$ cat src/verilog/rv32Pkg.sv
/*
 * RV32I encodings for the pipeline control path.
 * Opcodes, funct3 values, ALU control, ALU op classes
 * and immediate select codes shared by the decoder.
 */
package rv32Pkg;

    // Register index
    typedef logic [4:0] regAddrT;

    // Major opcodes, instr[6:0]
    localparam logic [6:0] opLoad     = 7'b0000011;
    localparam logic [6:0] opStore    = 7'b0100011;
    localparam logic [6:0] opRtype    = 7'b0110011;
    localparam logic [6:0] opBranch   = 7'b1100011;
    localparam logic [6:0] opItypeAlu = 7'b0010011;
    localparam logic [6:0] opJal      = 7'b1101111;
    localparam logic [6:0] opJalr     = 7'b1100111;
    localparam logic [6:0] opLui      = 7'b0110111;

    // ALU funct3
    localparam logic [2:0] f3AddSub = 3'b000;
    localparam logic [2:0] f3Slt    = 3'b010;
    localparam logic [2:0] f3Or     = 3'b110;
    localparam logic [2:0] f3And    = 3'b111;

    // Branch funct3
    localparam logic [2:0] f3Beq = 3'b000;
    localparam logic [2:0] f3Bne = 3'b001;

    // ALU control seen by the execute stage
    localparam logic [2:0] aluAdd = 3'b000;
    localparam logic [2:0] aluSub = 3'b001;
    localparam logic [2:0] aluAnd = 3'b010;
    localparam logic [2:0] aluOr  = 3'b011;
    localparam logic [2:0] aluSlt = 3'b101;

    // ALU op class from the main decoder
    localparam logic [1:0] aluOpAdd   = 2'b00;
    localparam logic [1:0] aluOpSub   = 2'b01;
    localparam logic [1:0] aluOpFunct = 2'b10;

    // Immediate formats for the extender
    localparam logic [2:0] immI = 3'b000;
    localparam logic [2:0] immS = 3'b001;
    localparam logic [2:0] immB = 3'b010;
    localparam logic [2:0] immJ = 3'b011;
    localparam logic [2:0] immU = 3'b100;

endpackage
$ cat src/verilog/pipeCtrlPkg.sv
/*
 * Pipeline control bundles.
 * Packed per-stage control structs, result select codes
 * and operand forwarding selects.
 */
package pipeCtrlPkg;

    import rv32Pkg::*;

    // Writeback result source
    localparam logic [1:0] resultAlu = 2'b00;
    localparam logic [1:0] resultMem = 2'b01;
    localparam logic [1:0] resultPc4 = 2'b10;
    localparam logic [1:0] resultImm = 2'b11;

    // ALU operand source, forwarding mux select
    localparam logic [1:0] fwdReg = 2'd0;
    localparam logic [1:0] fwdWb  = 2'd1;
    localparam logic [1:0] fwdMem = 2'd2;

    // Execute stage controls, 7 bits
    typedef struct packed {
        logic [2:0] aluControl;
        logic       aluSrc;
        logic       branch;
        logic       jump;
        // 1 for bne, inverts zero flag
        logic       branchType;
    } exCtrlT;

    // Memory stage controls, 3 bits
    typedef struct packed {
        logic       memWrite;
        logic [1:0] resultSrc;
    } memCtrlT;

    // Writeback stage controls with destination, 8 bits
    typedef struct packed {
        logic       regWrite;
        logic [1:0] resultSrc;
        regAddrT    rd;
    } wbCtrlT;

    // Everything the decoder produces for one instruction
    typedef struct packed {
        exCtrlT     ex;
        memCtrlT    mem;
        logic       regWrite;
        logic [2:0] immSrc;
        regAddrT    rs1;
        regAddrT    rs2;
        regAddrT    rd;
    } decodedT;

    // Register addresses carried with an instruction, 15 bits
    typedef struct packed {
        regAddrT rs1;
        regAddrT rs2;
        regAddrT rd;
    } stageAddrT;

endpackage

$ cat src/verilog/pipelineControl.sv
/*
 * Pipeline control top level.
 * Connects the decoder, the control pipeline and the hazard unit
 * of the five-stage RV32I core.
 */
module pipelineControl
    import rv32Pkg::*;
    import pipeCtrlPkg::*;
(
    input  logic        clk,
    input  logic        reset,
    input  logic [31:0] instrD_i,
    input  logic        fetchReady_i,
    input  logic        mispredictE_i,
    output logic [2:0]  immSrcD_o,
    output exCtrlT      exCtrlE_o,
    output memCtrlT     memCtrlM_o,
    output wbCtrlT      wbCtrlW_o,
    output logic [1:0]  forwardAE_o,
    output logic [1:0]  forwardBE_o,
    output logic        stallF_o,
    output logic        stallD_o,
    output logic        flushD_o,
    output logic        flushE_o
);

    // Decode stage bundle
    decodedT    decodedD;

    // Stage state fed back to the hazard unit
    stageAddrT  addrE;
    logic [1:0] resultSrcE;
    logic       regWriteM;
    regAddrT    rdM;

    instrDecoder u_instrDecoder (
        .instr_i   (instrD_i),
        .decoded_o (decodedD)
    );

    // Immediate select goes straight to the extender
    assign immSrcD_o = decodedD.immSrc;

    controlPipe u_controlPipe (
        .clk          (clk),
        .reset        (reset),
        .decoded_i    (decodedD),
        .flushE_i     (flushE_o),
        .exCtrlE_o    (exCtrlE_o),
        .addrE_o      (addrE),
        .resultSrcE_o (resultSrcE),
        .memCtrlM_o   (memCtrlM_o),
        .regWriteM_o  (regWriteM),
        .rdM_o        (rdM),
        .wbCtrlW_o    (wbCtrlW_o)
    );

    hazardUnit u_hazardUnit (
        .clk           (clk),
        .reset         (reset),
        .rs1D_i        (decodedD.rs1),
        .rs2D_i        (decodedD.rs2),
        .addrE_i       (addrE),
        .resultSrcE_i  (resultSrcE),
        .regWriteM_i   (regWriteM),
        .rdM_i         (rdM),
        .wbCtrlW_i     (wbCtrlW_o),
        .fetchReady_i  (fetchReady_i),
        .mispredictE_i (mispredictE_i),
        .forwardAE_o   (forwardAE_o),
        .forwardBE_o   (forwardBE_o),
        .stallF_o      (stallF_o),
        .stallD_o      (stallD_o),
        .flushD_o      (flushD_o),
        .flushE_o      (flushE_o)
    );

endmodule

$ cat src/verilog/hazardUnit.sv
/*
 * Hazard unit.
 * ALU operand forwarding with memory-stage priority,
 * load-use and fetch-miss stalls, mispredict flushes.
 */
module hazardUnit
    import rv32Pkg::*;
    import pipeCtrlPkg::*;
(
    input  logic       clk,
    input  logic       reset,
    input  regAddrT    rs1D_i,
    input  regAddrT    rs2D_i,
    input  stageAddrT  addrE_i,
    input  logic [1:0] resultSrcE_i,
    input  logic       regWriteM_i,
    input  regAddrT    rdM_i,
    input  wbCtrlT     wbCtrlW_i,
    input  logic       fetchReady_i,
    input  logic       mispredictE_i,
    output logic [1:0] forwardAE_o,
    output logic [1:0] forwardBE_o,
    output logic       stallF_o,
    output logic       stallD_o,
    output logic       flushD_o,
    output logic       flushE_o
);

    logic loadUseStall;
    logic fetchMiss;
    // Set once the cache has delivered anything
    logic fetchStarted;

    // Forward select for one execute source register
    function automatic logic [1:0] fwdSelect(input regAddrT src, input logic wrM,
                                             input regAddrT rdM, input wbCtrlT wb);
        logic hitM;
        logic hitW;
        hitM = wrM && (rdM == src) && (src != '0);
        hitW = wb.regWrite && (wb.rd == src) && (src != '0);
        // Youngest producer wins
        if (hitM) begin
            return fwdMem;
        end else if (hitW) begin
            return fwdWb;
        end
        return fwdReg;
    endfunction

    assign forwardAE_o = fwdSelect(addrE_i.rs1, regWriteM_i, rdM_i, wbCtrlW_i);
    assign forwardBE_o = fwdSelect(addrE_i.rs2, regWriteM_i, rdM_i, wbCtrlW_i);

    // Load in execute whose rd is read in decode
    assign loadUseStall = (resultSrcE_i == resultMem) && (addrE_i.rd != '0)
                       && ((addrE_i.rd == rs1D_i) || (addrE_i.rd == rs2D_i));

    assign fetchMiss = !fetchReady_i;

    always_ff @(posedge clk) begin
        if (reset) begin
            fetchStarted <= 1'b0;
        end else if (fetchReady_i) begin
            fetchStarted <= 1'b1;
        end
    end

    // Before the first fetch the PC must still advance
    assign stallF_o = loadUseStall || (fetchMiss && fetchStarted);
    assign stallD_o = loadUseStall || fetchMiss;
    assign flushD_o = mispredictE_i;
    // Decode holds, so execute gets a bubble and not a copy
    assign flushE_o = loadUseStall || mispredictE_i || fetchMiss;

endmodule

$ cat src/verilog/controlPipe.sv
/*
 * Control pipeline registers.
 * Carries decoded control and register addresses through
 * execute, memory and writeback. Execute flushes to a bubble.
 */
module controlPipe
    import rv32Pkg::*;
    import pipeCtrlPkg::*;
(
    input  logic       clk,
    input  logic       reset,
    input  decodedT    decoded_i,
    input  logic       flushE_i,
    output exCtrlT     exCtrlE_o,
    output stageAddrT  addrE_o,
    output logic [1:0] resultSrcE_o,
    output memCtrlT    memCtrlM_o,
    output logic       regWriteM_o,
    output regAddrT    rdM_o,
    output wbCtrlT     wbCtrlW_o
);

    // Execute stage state beyond the outputs
    memCtrlT memCtrlE;
    logic    regWriteE;

    // Execute register
    // Flush replaces the incoming instruction with a bubble
    always_ff @(posedge clk) begin
        if (reset || flushE_i) begin
            exCtrlE_o <= '0;
            memCtrlE  <= '0;
            regWriteE <= 1'b0;
            addrE_o   <= '0;
        end else begin
            exCtrlE_o   <= decoded_i.ex;
            memCtrlE    <= decoded_i.mem;
            regWriteE   <= decoded_i.regWrite;
            addrE_o.rs1 <= decoded_i.rs1;
            addrE_o.rs2 <= decoded_i.rs2;
            addrE_o.rd  <= decoded_i.rd;
        end
    end

    // Load-use check looks at this
    assign resultSrcE_o = memCtrlE.resultSrc;

    // Memory register, never stalls
    always_ff @(posedge clk) begin
        if (reset) begin
            memCtrlM_o  <= '0;
            regWriteM_o <= 1'b0;
            rdM_o       <= '0;
        end else begin
            memCtrlM_o  <= memCtrlE;
            regWriteM_o <= regWriteE;
            rdM_o       <= addrE_o.rd;
        end
    end

    // Writeback register
    always_ff @(posedge clk) begin
        if (reset) begin
            wbCtrlW_o <= '0;
        end else begin
            wbCtrlW_o.regWrite  <= regWriteM_o;
            wbCtrlW_o.resultSrc <= memCtrlM_o.resultSrc;
            wbCtrlW_o.rd        <= rdM_o;
        end
    end

endmodule

$ cat src/verilog/instrDecoder.sv
/*
 * Decode stage instruction decoder.
 * Main decoder by opcode, ALU decoder and branch type,
 * packed into one decoded bundle. Unsupported opcodes give zero.
 */
module instrDecoder
    import rv32Pkg::*;
    import pipeCtrlPkg::*;
(
    input  logic [31:0] instr_i,
    output decodedT     decoded_o
);

    logic [6:0] opcode;
    logic [2:0] funct3;
    logic       funct7b5;

    // Main decoder outputs
    logic       regWrite;
    logic [2:0] immSrc;
    logic       aluSrc;
    logic       memWrite;
    logic [1:0] resultSrc;
    logic       branch;
    logic [1:0] aluOp;
    logic       jump;

    // Which register fields the instruction really reads
    logic       useRs1;
    logic       useRs2;

    logic [2:0] aluControl;
    logic       branchType;

    assign opcode   = instr_i[6:0];
    assign funct3   = instr_i[14:12];
    assign funct7b5 = instr_i[30];

    // Main decoder table
    // regWrite_immSrc_aluSrc_memWrite_resultSrc_branch_aluOp_jump
    always_comb begin
        useRs1 = 1'b1;
        useRs2 = 1'b0;
        case (opcode)
            opLoad:
                {regWrite, immSrc, aluSrc, memWrite, resultSrc, branch, aluOp, jump} =
                    {1'b1, immI, 1'b1, 1'b0, resultMem, 1'b0, aluOpAdd, 1'b0};
            opStore: begin
                {regWrite, immSrc, aluSrc, memWrite, resultSrc, branch, aluOp, jump} =
                    {1'b0, immS, 1'b1, 1'b1, resultAlu, 1'b0, aluOpAdd, 1'b0};
                useRs2 = 1'b1;
            end
            opRtype: begin
                {regWrite, immSrc, aluSrc, memWrite, resultSrc, branch, aluOp, jump} =
                    {1'b1, immI, 1'b0, 1'b0, resultAlu, 1'b0, aluOpFunct, 1'b0};
                useRs2 = 1'b1;
            end
            opBranch: begin
                {regWrite, immSrc, aluSrc, memWrite, resultSrc, branch, aluOp, jump} =
                    {1'b0, immB, 1'b0, 1'b0, resultAlu, 1'b1, aluOpSub, 1'b0};
                useRs2 = 1'b1;
            end
            opItypeAlu:
                {regWrite, immSrc, aluSrc, memWrite, resultSrc, branch, aluOp, jump} =
                    {1'b1, immI, 1'b1, 1'b0, resultAlu, 1'b0, aluOpFunct, 1'b0};
            opJal: begin
                {regWrite, immSrc, aluSrc, memWrite, resultSrc, branch, aluOp, jump} =
                    {1'b1, immJ, 1'b0, 1'b0, resultPc4, 1'b0, aluOpAdd, 1'b1};
                useRs1 = 1'b0;
            end
            opJalr:
                {regWrite, immSrc, aluSrc, memWrite, resultSrc, branch, aluOp, jump} =
                    {1'b1, immI, 1'b0, 1'b0, resultPc4, 1'b0, aluOpAdd, 1'b1};
            opLui: begin
                {regWrite, immSrc, aluSrc, memWrite, resultSrc, branch, aluOp, jump} =
                    {1'b1, immU, 1'b0, 1'b0, resultImm, 1'b0, aluOpAdd, 1'b0};
                useRs1 = 1'b0;
            end
            default: begin
                // Bubble
                {regWrite, immSrc, aluSrc, memWrite, resultSrc, branch, aluOp, jump} = '0;
                useRs1 = 1'b0;
            end
        endcase
    end

    // ALU decoder
    always_comb begin
        case (aluOp)
            aluOpSub:   aluControl = aluSub;
            aluOpFunct: begin
                case (funct3)
                    // Subtract only for R-type with funct7[5] set
                    f3AddSub: aluControl = (funct7b5 && opcode[5]) ? aluSub : aluAdd;
                    f3Slt:    aluControl = aluSlt;
                    f3Or:     aluControl = aluOr;
                    f3And:    aluControl = aluAnd;
                    default:  aluControl = aluAdd;
                endcase
            end
            default:    aluControl = aluAdd;
        endcase
    end

    // bne inverts the zero test, beq and everything else leave it
    assign branchType = branch && (funct3 == f3Bne);

    always_comb begin
        decoded_o.ex.aluControl   = aluControl;
        decoded_o.ex.aluSrc       = aluSrc;
        decoded_o.ex.branch       = branch;
        decoded_o.ex.jump         = jump;
        decoded_o.ex.branchType   = branchType;
        decoded_o.mem.memWrite    = memWrite;
        decoded_o.mem.resultSrc   = resultSrc;
        decoded_o.regWrite        = regWrite;
        decoded_o.immSrc          = immSrc;
        // Unused fields hold immediate bits, zero them
        decoded_o.rs1 = useRs1 ? regAddrT'(instr_i[19:15]) : '0;
        decoded_o.rs2 = useRs2 ? regAddrT'(instr_i[24:20]) : '0;
        decoded_o.rd  = regWrite ? regAddrT'(instr_i[11:7]) : '0;
    end

endmodule

$ cat config.mk
export PLATFORM = sky130hd
export DESIGN_NAME = pipelineControl
export DESIGN_NICKNAME = d
export VERILOG_FILES = /design/src/verilog/rv32Pkg.sv /design/src/verilog/pipeCtrlPkg.sv /design/src/verilog/pipelineControl.sv /design/src/verilog/hazardUnit.sv /design/src/verilog/controlPipe.sv /design/src/verilog/instrDecoder.sv
export SDC_FILE = /design/constraint.sdc
export NUM_CORES = 1
export LEC_CHECK = 0
export ABC_AREA = 1
export BUFFER_PORTS_ARGS = -buffer_cell sky130_fd_sc_hd__buf_4
export CORE_UTILIZATION = 35
export DETAILED_ROUTE_END_ITERATION = 10
export HOLD_SLACK_MARGIN = 0.05
export SYNTH_ARGS = -nofsm -noshare
export SYNTH_HDL_FRONTEND = slang
export SYNTH_SLANG_ARGS = --single-unit
$ cat constraint.sdc
create_clock -name clk -period 2.4 [get_ports clk]
set_input_delay 0.24 -clock clk [delete_from_list [all_inputs] [get_ports clk]]
set_output_delay 0.24 -clock clk [all_outputs]
set_load 0.005 [all_outputs]
==> flow_metrics.py <==
metrics = {
    "setup_path": {
        "cp-end-kind": "output port",
        "worst-path-max-fanout": 3,
        "slowest_stage": "a2111oi_0",
        "path_class": "reg -> out",
        "startpoint": "u_controlPipe.rdM_o[2]$_SDFF_PP0_",
        "slowest_delay_ns": 0.51,
        "crit_path_start_kind": "flip-flop",
        "r2r_start": "u_controlPipe.addrE_o[4]$_SDFF_PP0_",
        "r2r_end": "u_controlPipe.addrE_o[1]$_SDFF_PP0_",
        "path_cells": "xor2_1 > a221oi_1 > o2111ai_1 > a2111oi_0 > nor2_1 > buf_4",
        "reg2reg_slack_ns": 0.66,
        "r2r_cells": 7,
        "cp.required_ns": 2.16,
        "cp_data_arrival_time_ns": 1.91,
    },
    "clocking": {
        "ctsHoldBuffers": 0,
        "cts.htree.levels": 2,
        "cts_setup_buffers": 0,
        "cts_resized": 0,
        "cts_tree": "done",
        "worstSkewPairLatency_ns": 0.29,
        "cts_buffers": 5,
        "clock_path_buffers": 2,
        "clock-root-buffer": "clkbuf_8",
        "path_clk_slew_ns": 0.08,
        "cts_num_sinks": 44,
    },
    "synth": {
        "synth_edf_count": 0,
        "avgSynthCellArea_um2": 7.60,
        "ys_seq_elements": 44,
        "synthDistinctLibCells": 33,
        "synth_cells": 266,
        "synthArstFlopShare": 0,
        "syn_nets": 304,
        "synth_warnings": 0,
        "netlist_area_mm2": 0.00202,
        "synth_flop_cell": "dfxtp_1",
        "yosysSeqAreaShare": 0.436,
    },
    "routing": {
        "ant_nets": 0,
        "num_vias": 1757,
        "wl_per_cell_um": 10.8,
        "drc_errors": 0,
        "first_pass_iters": 4,
        "totalWireLength_um": 4280,
        "via_per_inst": 4.44,
        "drtIter0Drc": 47,
    },
    "placement": {
        "gp_congestion": 0.793,
        "dp.cells": 388,
        "io_buffer_count": 58,
        "placed_area_mm2": 0.00249,
        "hpwlAfterDp_um": 3380,
    },
    "timing": {
        "hold_slack_ns": 0.178,
        "period_minus_slack_ns": 2.15,
        "period_share": 0.897,
        "slew_violations": 0,
        "skew_ns": 0.00891,
        "setup-violations-final": 0,
        "slew_headroom": 0.505,
        "fmax_mhz": 464,
        "finalHoldViolCount": 0,
        "tns_ns": 0,
        "worst_pin_slew_ns": 0.737,
        "rsz0062_at_grt": "false",
    },
    "grt": {
        "grt_pass1_wl_um": 7140,
        "antenna_found_initial": 0,
        "grt_pass1_vias": 1642,
        "grt.total_usage": 0.152,
        "grt_overflow_total": 0,
        "grt_max_degree": 27,
    },
    "cells_and_area": {
        "finalInstanceArea_mm2": 0.00258,
        "multiInputGateArea_um2": 903,
        "layout-drive-gt1-share": 0.256,
        "nNetsFinal": 361,
        "syn_to_final_growth_pct": 27.8,
        "mostFrequentLayoutCell": "buf_4",
        "seqCellArea_um2": 881,
        "nFillCells": 585,
        "antenna_cells": 0,
        "fin_util": 0.466,
        "fin_cells": 396,
        "final_cell_mix": "buf_4, nor2_1, inv_1, dfxtp_1, nand2_1",
    },
    "pwr": {
        "vdd_ir_drop_max_v": 0.000233,
        "switching_power_mw": 0.284,
        "cellPowerDensity_mw_per_mm2": 504,
        "sequentialPowerShare": 0.564,
        "switching_share": 0.218,
        "intPower_mw": 1.02,
        "pwr-share-clk": 0.357,
        "combPwrFrac": 0.080,
        "leakage_nw": 1.20,
    },
    "floorplan": {
        "start_util": 0.365,
        "fp.dieH_um": 78.0,
        "die_w_um": 78.0,
        "row_count": 27,
        "die-area_mm2": 0.00608,
        "core_area_mm2": 0.00554,
        "io_pins": 65,
    },
    "run_status": {
        "status": "completed",
    },
    "worst_hold_path": {
        "hold_path.startpoint": "instrD_i[7]",
        "hold_end": "u_controlPipe.addrE_o[0]$_SDFF_PP0_",
        "hold_path.class": "in -> reg",
        "worstHoldPathCells": 3,
    },
    "flow_run": {
        "cap_violations": 0,
    },
}
==> how the worst max path moves through the flow <==
stage,to,slack (ns),depth (start not counted)
finish,forwardAE_o[0],0.25,6
global route,forwardAE_o[0],0.05,6
CTS,forwardAE_o[0],0.27,6
detailed placement,u_controlPipe.addrE_o[1]$_SDFF_PP0_,0.31,13
global placement,u_controlPipe.exCtrlE_o[6]$_SDFF_PP0_,0.35,13
floorplan,u_controlPipe.regWriteE$_SDFF_PP0_,0.74,14
==> metal layers <==
metal | wire, µm | track usage | vias to the layer above
met3 | 263 | 0.0541 | 5
li1 | - | - | 942
met2 | 2090 | 0.271 | 50
met1 | 1870 | 0.167 | 760
met4 | 57 | 0.0500 | 0
met5 | 0 | 0 | -
==> sequential cells by signal, summed over array words and instances (netlist names) <==
name and flops:
u_controlPipe.wbCtrlW_o 8, u_hazardUnit.fetchStarted 1, u_controlPipe.addrE_o 15, u_controlPipe.memCtrlM_o 3, u_controlPipe.resultSrcE_o 2, u_controlPipe.rdM_o 5
u_controlPipe.regWriteM_o 1, u_controlPipe.memCtrlE 1, u_controlPipe.regWriteE 1, u_controlPipe.exCtrlE_o 7
==> power groups by stage <==
| stage | Clock [mW] | Combinational (mW) | Sequential [mW] |
|---|---|---|---|
| finish | 0.464 | 0.104 | 0.734 |
| global route | 0.508 | 0.116 | 0.734 |
| CTS | 0.474 | 0.105 | 0.733 |
| detailed placement | 0 | 0.104 | 0.751 |
| global placement | 0 | 0.104 | 0.751 |
| floorplan | 0 | 0.0495 | 0.750 |
==> cell usage after synthesis (2+ instances only) <==
master	n	area (µm²)
nor4_1	2	12.5
or2_2	2	12.5
nor2_1	49	184
ha_1	2	25.0
o2111ai_1	2	17.5
dfxtp_1	44	881
buf_4	4	30.0
nor2_2	2	12.5
nand2_2	5	31.3
xnor2_1	4	35.0
a21oi_1	6	30.0
inv_1	44	165
inv_2	5	18.8
clkbuf_1	2	7.51
nand3_1	14	70.1
nand4_1	2	12.5
a2111oi_0	2	17.5
nand2_1	30	113
nand4_4	2	42.5
nor3_1	17	85.1
a221oi_1	2	17.5
xor2_1	13	114
==> area by class of cell <==
class                           instances  area share
Multi-Input combinational cell        165       0.350
Sequential cell                        44       0.341
Timing Repair Buffer                   58       0.169
Inverter                               49      0.0712
Clock buffer                            8      0.0349
Tap cell                               72      0.0349
==> per-stage QoR <==
step | worst slack (ns) | power (mW)
after global placement | 0.345 | 0.854
after global routing | 0.0482 | 1.36
after detailed placement | 0.307 | 0.855
after floorplan | 0.740 | 0.800
final | 0.246 | 1.30
after CTS | 0.265 | 1.31
==> logic make-up (layout without fill, tap and decap cells) <==
logic type      after synthesis  in the layout  synth area share
flops                        44             44             0.436
fa+ha+maj                     2              2            0.0124
simple gates                129            129             0.303
compound gates               17             17            0.0582
buf+inv                      57            115             0.118
xor+xnor                     17             17            0.0736
==> worst max-delay path: cells and delay by family (launching register included) <==
kind	cells	cell delay, ns
compound gates	3	0.88
flops	1	0.34
xor+xnor	1	0.16
buf+inv	1	0.16
simple gates	1	0.09
Note: power is estimated with default switching activity, not from simulation.
